<file path="src/cpu_params.svh">
// cpu parameters: word width, register count and memory sizes
`ifndef CPU_PARAMS_SVH
`define CPU_PARAMS_SVH

// data and instruction width
`define CPU_XLEN 16

`define CPU_REGS 16 // architectural registers

// word-addressed memories
`define CPU_IMEM_DEPTH 256
`define CPU_DMEM_DEPTH 256

`define CPU_AW 8 // pc and memory address bits

`endif

</file>
<file path="src/cpu_pkg.sv">
// cpu package: opcode and datapath select types shared by decoder and datapath
package cpu_pkg;

  typedef enum logic [3:0] {
    op_add  = 4'b0000,
    op_grt  = 4'b0001,
    op_sub  = 4'b0010,
    op_eq   = 4'b0011,
    op_jalr = 4'b0100,
    op_lui  = 4'b0101,
    op_jal  = 4'b0110,
    op_addi = 4'b1000,
    op_lw   = 4'b1001,
    op_sw   = 4'b1010,
    op_bne  = 4'b1011,
    op_wri  = 4'b1100,
    op_rea  = 4'b1111
  } opcode_t;

  typedef enum logic [1:0] {
    imm_low4  = 2'b00, // sext bits 3:0
    imm_low8  = 2'b01, // sext bits 7:0
    imm_upper = 2'b10  // bits 7:0 in upper byte
  } imm_sel_t;

  typedef enum logic [1:0] {
    alu_add = 2'b00,
    alu_sub = 2'b01,
    alu_grt = 2'b10,
    alu_eq  = 2'b11
  } alu_op_t;

  typedef enum logic [1:0] {
    in2_reg = 2'b00,
    in2_one = 2'b01, // link value pc + 1
    in2_imm = 2'b10
  } in2_sel_t;

  typedef enum logic [1:0] {
    wb_alu  = 2'b00,
    wb_mem  = 2'b01,
    wb_port = 2'b10
  } wb_sel_t;

endpackage

</file>
<file path="src/ctrl_if.sv">
// control interface: decoded control levels from the opcode decoder to the datapath
interface ctrl_if import cpu_pkg::*; ();

  opcode_t  opcode;
  imm_sel_t imm_sel;
  alu_op_t  alu_op;
  logic     in1_pc; // pc as first alu operand
  in2_sel_t in2_sel;
  logic     mem_write;
  logic     reg_write;
  wb_sel_t  wb_sel;
  logic     jump;
  logic     branch;
  logic     port_wr;
  logic     port_rd;

  modport decoder (
    input  opcode,
    output imm_sel, alu_op, in1_pc, in2_sel, mem_write, reg_write, wb_sel,
           jump, branch, port_wr, port_rd
  );

  modport datapath (
    output opcode,
    input  imm_sel, alu_op, in1_pc, in2_sel, mem_write, reg_write, wb_sel,
           jump, branch, port_wr, port_rd
  );

endinterface

</file>
<file path="src/control_unit.sv">
// opcode decoder: maps the 4-bit opcode to the datapath control levels
module control_unit import cpu_pkg::*; (
  input logic     reset,
  ctrl_if.decoder ctrl
);

  always_comb begin
    // everything off unless the opcode turns it on
    ctrl.imm_sel   = imm_low4;
    ctrl.alu_op    = alu_add;
    ctrl.in1_pc    = 1'b0;
    ctrl.in2_sel   = in2_reg;
    ctrl.mem_write = 1'b0;
    ctrl.reg_write = 1'b0;
    ctrl.wb_sel    = wb_alu;
    ctrl.jump      = 1'b0;
    ctrl.branch    = 1'b0;
    ctrl.port_wr   = 1'b0;
    ctrl.port_rd   = 1'b0;

    if (!reset) begin
      case (ctrl.opcode)
        op_add: begin
          ctrl.reg_write = 1'b1;
        end
        op_sub: begin
          ctrl.alu_op    = alu_sub;
          ctrl.reg_write = 1'b1;
        end
        op_grt: begin
          ctrl.alu_op    = alu_grt;
          ctrl.reg_write = 1'b1;
        end
        op_eq: begin
          ctrl.alu_op    = alu_eq;
          ctrl.reg_write = 1'b1;
        end
        op_addi: begin
          ctrl.in2_sel   = in2_imm;
          ctrl.reg_write = 1'b1;
        end
        op_lui: begin
          ctrl.imm_sel   = imm_upper; // datapath adds it to r0
          ctrl.in2_sel   = in2_imm;
          ctrl.reg_write = 1'b1;
        end
        op_lw: begin
          ctrl.in2_sel   = in2_imm;
          ctrl.wb_sel    = wb_mem;
          ctrl.reg_write = 1'b1;
        end
        op_sw: begin
          ctrl.in2_sel   = in2_imm;
          ctrl.mem_write = 1'b1;
        end
        op_jal: begin
          ctrl.imm_sel   = imm_low8;
          ctrl.in1_pc    = 1'b1; // alu forms pc + 1
          ctrl.in2_sel   = in2_one;
          ctrl.jump      = 1'b1;
          ctrl.reg_write = 1'b1;
        end
        op_jalr: begin
          ctrl.in2_sel = in2_imm; // target is b + imm
          ctrl.jump    = 1'b1;
        end
        op_bne: begin
          ctrl.alu_op = alu_eq; // taken when the compare is 0
          ctrl.branch = 1'b1;
        end
        op_wri: begin
          ctrl.port_wr = 1'b1;
        end
        default: begin // rea and unused codes
          ctrl.wb_sel    = wb_port;
          ctrl.reg_write = 1'b1;
          ctrl.port_rd   = 1'b1;
        end
      endcase
    end
  end

endmodule

</file>
<file path="src/flat_wrapper.sv">
// flat-port wrapper written by rule: the top's interface ports become plain ports
module control_unit_flat import cpu_pkg::*;
  (reset, ctrl_opcode, ctrl_imm_sel, ctrl_alu_op, ctrl_in1_pc, ctrl_in2_sel, ctrl_mem_write, ctrl_reg_write, ctrl_wb_sel, ctrl_jump, ctrl_branch, ctrl_port_wr, ctrl_port_rd);
  ctrl_if ctrl_i ();
  input logic reset;
  input wire logic [$bits(ctrl_i.opcode)-1:0] ctrl_opcode;
  output wire logic [$bits(ctrl_i.imm_sel)-1:0] ctrl_imm_sel;
  output wire logic [$bits(ctrl_i.alu_op)-1:0] ctrl_alu_op;
  output wire logic [$bits(ctrl_i.in1_pc)-1:0] ctrl_in1_pc;
  output wire logic [$bits(ctrl_i.in2_sel)-1:0] ctrl_in2_sel;
  output wire logic [$bits(ctrl_i.mem_write)-1:0] ctrl_mem_write;
  output wire logic [$bits(ctrl_i.reg_write)-1:0] ctrl_reg_write;
  output wire logic [$bits(ctrl_i.wb_sel)-1:0] ctrl_wb_sel;
  output wire logic [$bits(ctrl_i.jump)-1:0] ctrl_jump;
  output wire logic [$bits(ctrl_i.branch)-1:0] ctrl_branch;
  output wire logic [$bits(ctrl_i.port_wr)-1:0] ctrl_port_wr;
  output wire logic [$bits(ctrl_i.port_rd)-1:0] ctrl_port_rd;
  assign ctrl_i.opcode = ctrl_opcode;
  assign ctrl_imm_sel = ctrl_i.imm_sel;
  assign ctrl_alu_op = ctrl_i.alu_op;
  assign ctrl_in1_pc = ctrl_i.in1_pc;
  assign ctrl_in2_sel = ctrl_i.in2_sel;
  assign ctrl_mem_write = ctrl_i.mem_write;
  assign ctrl_reg_write = ctrl_i.reg_write;
  assign ctrl_wb_sel = ctrl_i.wb_sel;
  assign ctrl_jump = ctrl_i.jump;
  assign ctrl_branch = ctrl_i.branch;
  assign ctrl_port_wr = ctrl_i.port_wr;
  assign ctrl_port_rd = ctrl_i.port_rd;
  control_unit u_core (.reset(reset), .ctrl(ctrl_i));
endmodule
</file>
<file path="config.mk">
export PLATFORM = sky130hd
export DESIGN_NAME = control_unit_flat
export DESIGN_NICKNAME = d
export VERILOG_FILES = /design/src/cpu_params.svh /design/src/cpu_pkg.sv /design/src/ctrl_if.sv /design/src/control_unit.sv /design/src/flat_wrapper.sv
export SDC_FILE = /design/constraint.sdc
export NUM_CORES = 1
export LEC_CHECK = 0
export BUFFER_PORTS_ARGS = -buffer_cell sky130_fd_sc_hd__buf_2
export CORE_AREA = 2 2 39 41
export DETAILED_ROUTE_END_ITERATION = 10
export DIE_AREA = 0 0 41 43
export SYNTH_ARGS = -nofsm -noshare
export SYNTH_HDL_FRONTEND = slang
export SYNTH_SLANG_ARGS = --single-unit
</file>
<file path="constraint.sdc">
create_clock -name vclk -period 1.1
set_clock_uncertainty 0.1 [all_clocks]
set_input_delay 0.165 -clock vclk [all_inputs]
set_output_delay 0.165 -clock vclk [all_outputs]
set_load 0.02 [all_outputs]
</file>
==> impl_results.md, run 1 <==
- Mapped Cells: 32
- Rel. slew slack: 84.8%
- Worst Tran Pin Value: 0.227 ns
- Grt total ovfl: 0
- Layout cells sized above 1: 74.1%
- Vias in the first global route: 256
- Syn Nets: 37
- Fin nets: 61
- Max-slew violations: 0
- Setup crit start kind: input pin
- Hold path start: reset
- Yosys warns: 0
- Post-Place Setup Slack: -0.151 ns
- Required @ worst endpoint: 0.83 ns
- Violated checks: setup timing
- Initial Utilization: 13.7%
- Most common cell in the netlist: nor3_1
- Total track usage: 7.91%
- Setup-failing EPs final: 1
- CP arrival: 0.84 ns
- CP Launch Point: reset
- Syn_area_per_cell: 5.94 µm²
- Core ar.: 0.00138 mm²
- Peak supply drop: 124 µV
- Pwr dens: 368 mW/mm²
- Final Cell Area: 488 µm²
- GRT busiest layer: met2
- Yosys top cell by area: nand2b_1
- Via count: 299
- Area Overhead vs Synth: 157%
- Endpoints failing hold: 0
- Critical path, cell by cell: buf_8 > nand2b_4 > nor3_4 > buf_6
- Post-synthesis sequential area ratio: 0%
- DRC Markers: 0
- Hold crit path type: in2out
- Netlist Area Pre-Place: 190 µm²
- Post-Route WL: 707 µm
- Global-route met2 utilization: 13.4%
- Synth top cells by count: nor3_1, nand2b_1
- ANT nets after route: 0
- Cell Rows: 14
- Die ar.: 0.00176 mm²
- Crit path buf inv count: 2
- # diodes: 0
- Area contributors post-synth: nand2b_1, nor3_1, buf_4
- Clock period minus worst slack: 1.10 ns
- Clock buffer cells: 0
- Port Buf Inserts: 20
- Yosys cell types: 15
- Area after DPL: 369 µm²
- Total of max-cap violations: 0
- Boundary pin count: 20
- RSZ-0062 raised after global routing: yes
- Met1 Use GR: 11.5%
- Chip Width: 41 µm
- Fin crit share: 100%
- Delay-heaviest family, CP: simple AND/OR/NAND/NOR gates
- Initial drt markers: 1
- Register area: 0 µm²
- Outcome: complete, but fails checks
- Routed len/inst: 10.1 µm
- Worst-path fanout max: 6
- Worst setup path category: in2out
- Crit. End Element: primary output
- Static Leak: 0.244 nW
- GPL Wtd Cong: 0.715
- Slowest cell delay on critical path: 0.25 ns
- DRT Pass-1 Iters: 2
- Vias per cell: 4.27
- Die Y: 43 µm
- Seq_cells: 0
- Max Freq: 0.908 GHz
- Slowest cell on the critical path: nor3_4
- Hold buffers post-CTS: 0
- Met3 Use GR: 0%
- DPL Wire Length: 528 µm
- Setup slack after layout: -0.00171 ns
- Largest net degree at the start of global routing: 11
- Global-route wire length before repair: 1.05 mm
- Antenna violations before repair: 0
- Yosys top cell area share: 19.7%
-- final cells by class --
class	instances	area [µm²]
fill	148	896
tap	16	20.0
timing repair buffer	27	231
multi-input combinational	27	236
-- layer usage --
metal	part of all wire, %	wire, µm
met3	5.9	42
met2	50	356
met4	0	0
met1	44	308
met5	0	0
-- per-stage QoR --
stage	hold slack, ns	cells	total power, W	util [%]	setup TNS (ns)
after CTS	0.509	70	0.000171	33.5	0
after global placement	0.543	70	0.000136	26.7	-0.898
final	0.501	70	0.000180	35.3	-0.00171
after global routing	0.514	70	0.000192	35.3	-0.103
after floorplan	0.272	32	0.0000916	-	-0.586
after detailed placement	0.551	70	0.000137	26.7	-0.966
-- tightest hold or removal path, stage by stage --
cell,delay (ns)
buf_8,0.08
nor3_1,0.04
buf_2,0.15
-- final timing paths --
| path | cells past startpoint | endpoint |
|---|---|---|
| setup / recovery | 4 | ctrl_imm_sel[0] |
| hold / removal | 3 | ctrl_wb_sel[0] |
-- where the power goes --
group | leakage (nW) | switching [W] | internal [W]
Sequential | 0 | 0 | 0
Clock | 0 | 0 | 0
Combinational | 0.244 | 0.0000870 | 0.0000927
-- layout by cell type (no fill, tap or decap), types with 2 or more instances in the layout --
| master | n |
|---|---|
| a21oi_1 | 2 |
| and3_1 | 2 |
| buf_2 | 7 |
| buf_4 | 11 |
| buf_6 | 7 |
| nand2_1 | 2 |
| nand2b_1 | 3 |
| nand2b_4 | 3 |
| nor3_1 | 3 |
| nor3_2 | 3 |
-- repair_timing --
action | CTS | global route
pin swaps | 4 | 1
setup endpoints to repair | 14 | 11
buffers inserted | 0 | 0
hold endpoints to repair | 0 | 0
gates resized for setup | 28 | 8
-- logic make-up (layout without fill, tap and decap cells) --
family | after synthesis | after routing | synth area share (%)
simple gates | 21 | 21 | 59.2
compound gates | 5 | 5 | 17.1
xor+xnor | 1 | 1 | 4.61
buf+inv | 5 | 27 | 19.1
Power figures use the tool's default switching activity.
==> run 2, diff against run 1 <==
- CELL_PAD_IN_SITES_DETAIL_PLACEMENT: unset -> 1
- CELL_PAD_IN_SITES_GLOBAL_PLACEMENT: unset -> 1
- PLACE_DENSITY_LB_ADDON: unset -> 0.1
==> run 2 against run 1 <==
Count of clock-buffer cells in the layout unchanged; the run now ends clean; global-route usage grew 2.9 points; via count grew 9.0%; power rose by 15%; cell area is 12% higher.
==> impl_results.md, run 2 (same netlist as run 1, synthesis figures left out) <==
- Outcome: finished clean
- Max Freq: 0.914 GHz
- Register area: 0 µm²
- CP arrival: 0.83 ns
- Fin crit share: 99.5%
- Critical path, cell by cell: buf_8 > nand2b_4 > nor3_4 > buf_6
- RSZ-0062 raised after global routing: yes
- Hold path start: ctrl_opcode[3]
- Post-Place Setup Slack: -0.141 ns
- ANT nets after route: 0
- Post-Route WL: 937 µm
- Hold path endpoint: ctrl_imm_sel[0]
- Area Overhead vs Synth: 188%
- Slowest cell delay on critical path: 0.24 ns
- Hold crit path type: in2out
- Die Y: 43 µm
- Worst Tran Pin Value: 0.221 ns
- Seq_cells: 0
- GPL Wtd Cong: 0.676
- Clock buffer cells: 0
- Required @ worst endpoint: 0.83 ns
- Chip Width: 41 µm
- DPL Wire Length: 673 µm
- Antenna violations before repair: 0
- Layout cells sized above 1: 74.5%
- DRT Pass-1 Iters: 2
- Initial drt markers: 1
- Endpoints failing hold: 0
- Area after DPL: 369 µm²
- Non-Filler Instances: 71
- Fin Hold WS: 0.491 ns
- Port Buf Inserts: 20
- Post CTS Setup Buffer Count: 0
- Vias in the first global route: 321
- Pwr dens: 379 mW/mm²
- Crit. End Element: primary output
- Initial Utilization: 13.7%
- Crit path buf inv count: 2
- Slowest cell on the critical path: nor3_4
- Fin nets: 62
- Hold buffers post-CTS: 0
- Die ar.: 0.00176 mm²
- DRC Markers: 0
- Static Leak: 0.261 nW
- Setup slack after layout: 0.00555 ns
- Hold depth: 3
- Via count: 326
- Peak supply drop: 166 µV
- Grt total ovfl: 0
- Worst-path fanout max: 6
- Global-route wire length before repair: 1.40 mm
- Setup-failing EPs final: 0
- Total of max-cap violations: 0
- Clock period minus worst slack: 1.09 ns
- Core ar.: 0.00138 mm²
- Placed cells: 70
- Rel. slew slack: 85.2%
- Boundary pin count: 20
- Largest net degree at the start of global routing: 11
- Routed len/inst: 13.2 µm
- Final Cell Area: 547 µm²
- Max-slew violations: 0
- Most frequent cells in the layout: buf_4, buf_6, buf_2, nor3_1
- Setup crit start kind: input pin
- Total track usage: 10.8%
- Delay-heaviest family, CP: simple AND/OR/NAND/NOR gates
- # diodes: 0
- Cell Rows: 14
- Vias per cell: 4.59
- Worst setup path category: in2out
[run 2: cell types whose count changed in the layout (fill, tap and decap cells not counted), sizes merged]
cell    before  now
clkbuf       0    1
[run 2: layout make-up]
type	instances	area [µm²]
fill	164	837
multi-input combinational	27	253
timing repair buffer	28	274
tap	16	20.0
[run 2: metrics by stage]
stage	power, W	TNS, ns	util, %
after floorplan	0.0000916	-0.586	-
after detailed placement	0.000141	-1.48	26.7
after global placement	0.000136	-0.997	26.7
after global routing	0.000223	-0.301	39.5
after CTS	0.000176	-0.00768	33.5
final	0.000207	0	39.5
[run 2: timing repair]
item,in CTS,in global routing
cloned,0,1
endpoints found under the setup margin,15,14
gates resized for setup,29,14
pin swaps,4,5
hold endpoints to repair,0,0
[run 2: worst max path at each step]
stage                        start              end  slack, ns  cells past startpoint
finish                       reset      ctrl_in1_pc      0.006                      4
global route        ctrl_opcode[2]   ctrl_wb_sel[0]      -0.05                      4
CTS                 ctrl_opcode[3]   ctrl_reg_write     -0.007                      4
detailed placement  ctrl_opcode[3]  ctrl_in2_sel[1]      -0.14                      4
global placement    ctrl_opcode[3]  ctrl_in2_sel[1]      -0.11                      4
floorplan           ctrl_opcode[0]  ctrl_imm_sel[0]      -0.12                      4
[run 2: metal layers]
metal | track usage [%] | vias up | wire length [µm]
li1 | - | 158 | -
met1 | 15.0 | 155 | 354
met5 | 0 | - | 0
met3 | 0.524 | 0 | 64
met2 | 18.8 | 13 | 518
met4 | 0 | 0 | 0
[run 2: worst min-delay path, delay by kind of cell]
| family | cells | cell delay [ns] |
|---|---|---|
| buf+inv | 2 | 0.21 |
| simple gates | 1 | 0.05 |
[run 2: where the power goes]
part / internal [W] / total [W] / switching (W)
Clock: 0 / 0 / 0
Sequential: 0 / 0 / 0
Combinational: 0.000111 / 0.000207 / 0.0000959
Total: 0.000111 / 0.000207 / 0.0000959
==> run 3, diff against run 2 <==
- clock period: 1.1 -> 1.26 ns (I/O delays scaled with it)
==> run 3 against run 2 <==
Cell count decreased by 5.6%; critical path type unchanged; combinational power decreased by 43%; highest routed layer unchanged; core utilization decreased by 13 points; hold slack improved by 0.16 ns; sequential cell count unchanged; die area unchanged; count of clock-buffer cells in the layout unchanged.
==> impl_results.md, run 3 (same netlist as run 1, synthesis figures left out) <==
- CP arrival: 0.93 ns
- Die Y: 43 µm
- Hold crit path type: in2out
- DRT Pass-1 Iters: 4
- # fillers: 182
- Fin nets: 58
- Rel. slew slack: 84.8%
- Crit. End Element: primary output
- DRC Markers: 0
- Die ar.: 0.00176 mm²
- Boundary pin count: 20
- Seq_cells: 0
- Endpoints failing hold: 0
- Clock buffer cells: 0
- Grt total ovfl: 0
- Vias in the first global route: 264
- Chip Width: 41 µm
- Max Freq: 0.820 GHz
- CP Launch Point: ctrl_opcode[2]
- Vias per cell: 4.39
- Layout cells sized above 1: 62.7%
- Worst-path fanout max: 6
- Peak supply drop: 107 µV
- Post CTS Setup Buffer Count: 0
- Largest net degree at the start of global routing: 11
- Required @ worst endpoint: 0.97 ns
- Total of max-cap violations: 0
- Setup crit start kind: input pin
- Cell Rows: 14
- Worst Tran Pin Value: 0.225 ns
- ANT nets after route: 0
- DPL Wire Length: 588 µm
- Register area: 0 µm²
- Non-Filler Instances: 67
- Core ar.: 0.00138 mm²
- Total track usage: 8.20%
- Initial Utilization: 13.7%
- # diodes: 0
- Worst setup endpoint: ctrl_in2_sel[1]
- Most frequent cells in the layout: buf_2, buf_4, nor3_1, nand2b_1
- Hold buffers post-CTS: 0
- Total Negative Setup Slacks: 0 ns
- Placed cells: 67
- Antenna violations before repair: 0
- Outcome: finished clean
- RSZ-0062 raised after global routing: yes
- Final Cell Area: 367 µm²
- Max-slew violations: 0
- Post-Route WL: 683 µm
- Static Leak: 0.188 nW
- Most common cell after layout, fill and taps aside: buf_2
- Fin crit share: 96.8%
- GPL Wtd Cong: 0.722
- Worst setup path category: in2out
- Area after DPL: 329 µm²
- Port Buf Inserts: 20
- Routed len/inst: 10.2 µm
- Setup-failing EPs final: 0
- Clock period minus worst slack: 1.22 ns
- Pwr dens: 324 mW/mm²
- Area Overhead vs Synth: 92.8%
- Via count: 294
- Initial drt markers: 1
- Global-route wire length before repair: 1.09 mm
==> run 3: cell types whose count changed in the layout (fill, tap and decap cells not counted), sizes merged <==
cell	previous run	this run
buf	27	23
==> run 3: what timing repair did <==
item,4_1_cts,5_1_grt
resized for setup,1,11
pin swaps,0,1
setup endpoints to repair,4,9
endpoints found under the hold margin,0,0
==> run 3: area by class of cell <==
type | count | area [µm²] | area share (%)
multi-input cells | 27 | 196 | 53.6
well taps | 16 | 20.0 | 5.46
repair buffers | 24 | 150 | 41.0
==> run 3: critical path, stage by stage <==
cell,delay [ns]
buf_2,0.14
nand2b_2,0.22
o32ai_2,0.20
buf_4,0.18
==> run 3: worst min path at each step <==
stage                    from             end  slack (ns)  cells past startpoint
2_1_floorplan           reset  ctrl_reg_write        0.32                      1
3_3_place_gp   ctrl_opcode[2]  ctrl_reg_write        0.64                      3
3_5_place_dp   ctrl_opcode[2]  ctrl_reg_write        0.65                      3
4_1_cts        ctrl_opcode[2]  ctrl_reg_write        0.66                      3
5_1_grt        ctrl_opcode[1]    ctrl_port_wr        0.67                      3
6_report       ctrl_opcode[1]    ctrl_port_wr        0.65                      3
==> run 3: layer usage <==
metal	routed length (µm)	vias up	GRT usage [%]
li1	-	150	-
met1	286	131	13.0
met2	341	13	12.8
met3	55	0	0
met4	0	0	0
met5	0	-	0
==> run 3: metrics by stage <==
stage | worst slack, ns | total power (W) | util (%) | hold WS [ns]
3_3_place_gp | -0.0112 | 0.000107 | 23.8 | 0.636
5_1_grt | -0.0180 | 0.000131 | 26.5 | 0.668
3_5_place_dp | -0.0444 | 0.000109 | 23.8 | 0.649
4_1_cts | 0.00399 | 0.000110 | 24.0 | 0.661
6_report | 0.0406 | 0.000119 | 26.5 | 0.652
2_1_floorplan | -0.0334 | 0.0000734 | - | 0.320
==> run 3: where the power goes <==
part | switching [W] | internal [W]
combinational | 0.0000680 | 0.0000509
sequential | 0 | 0
clock | 0 | 0
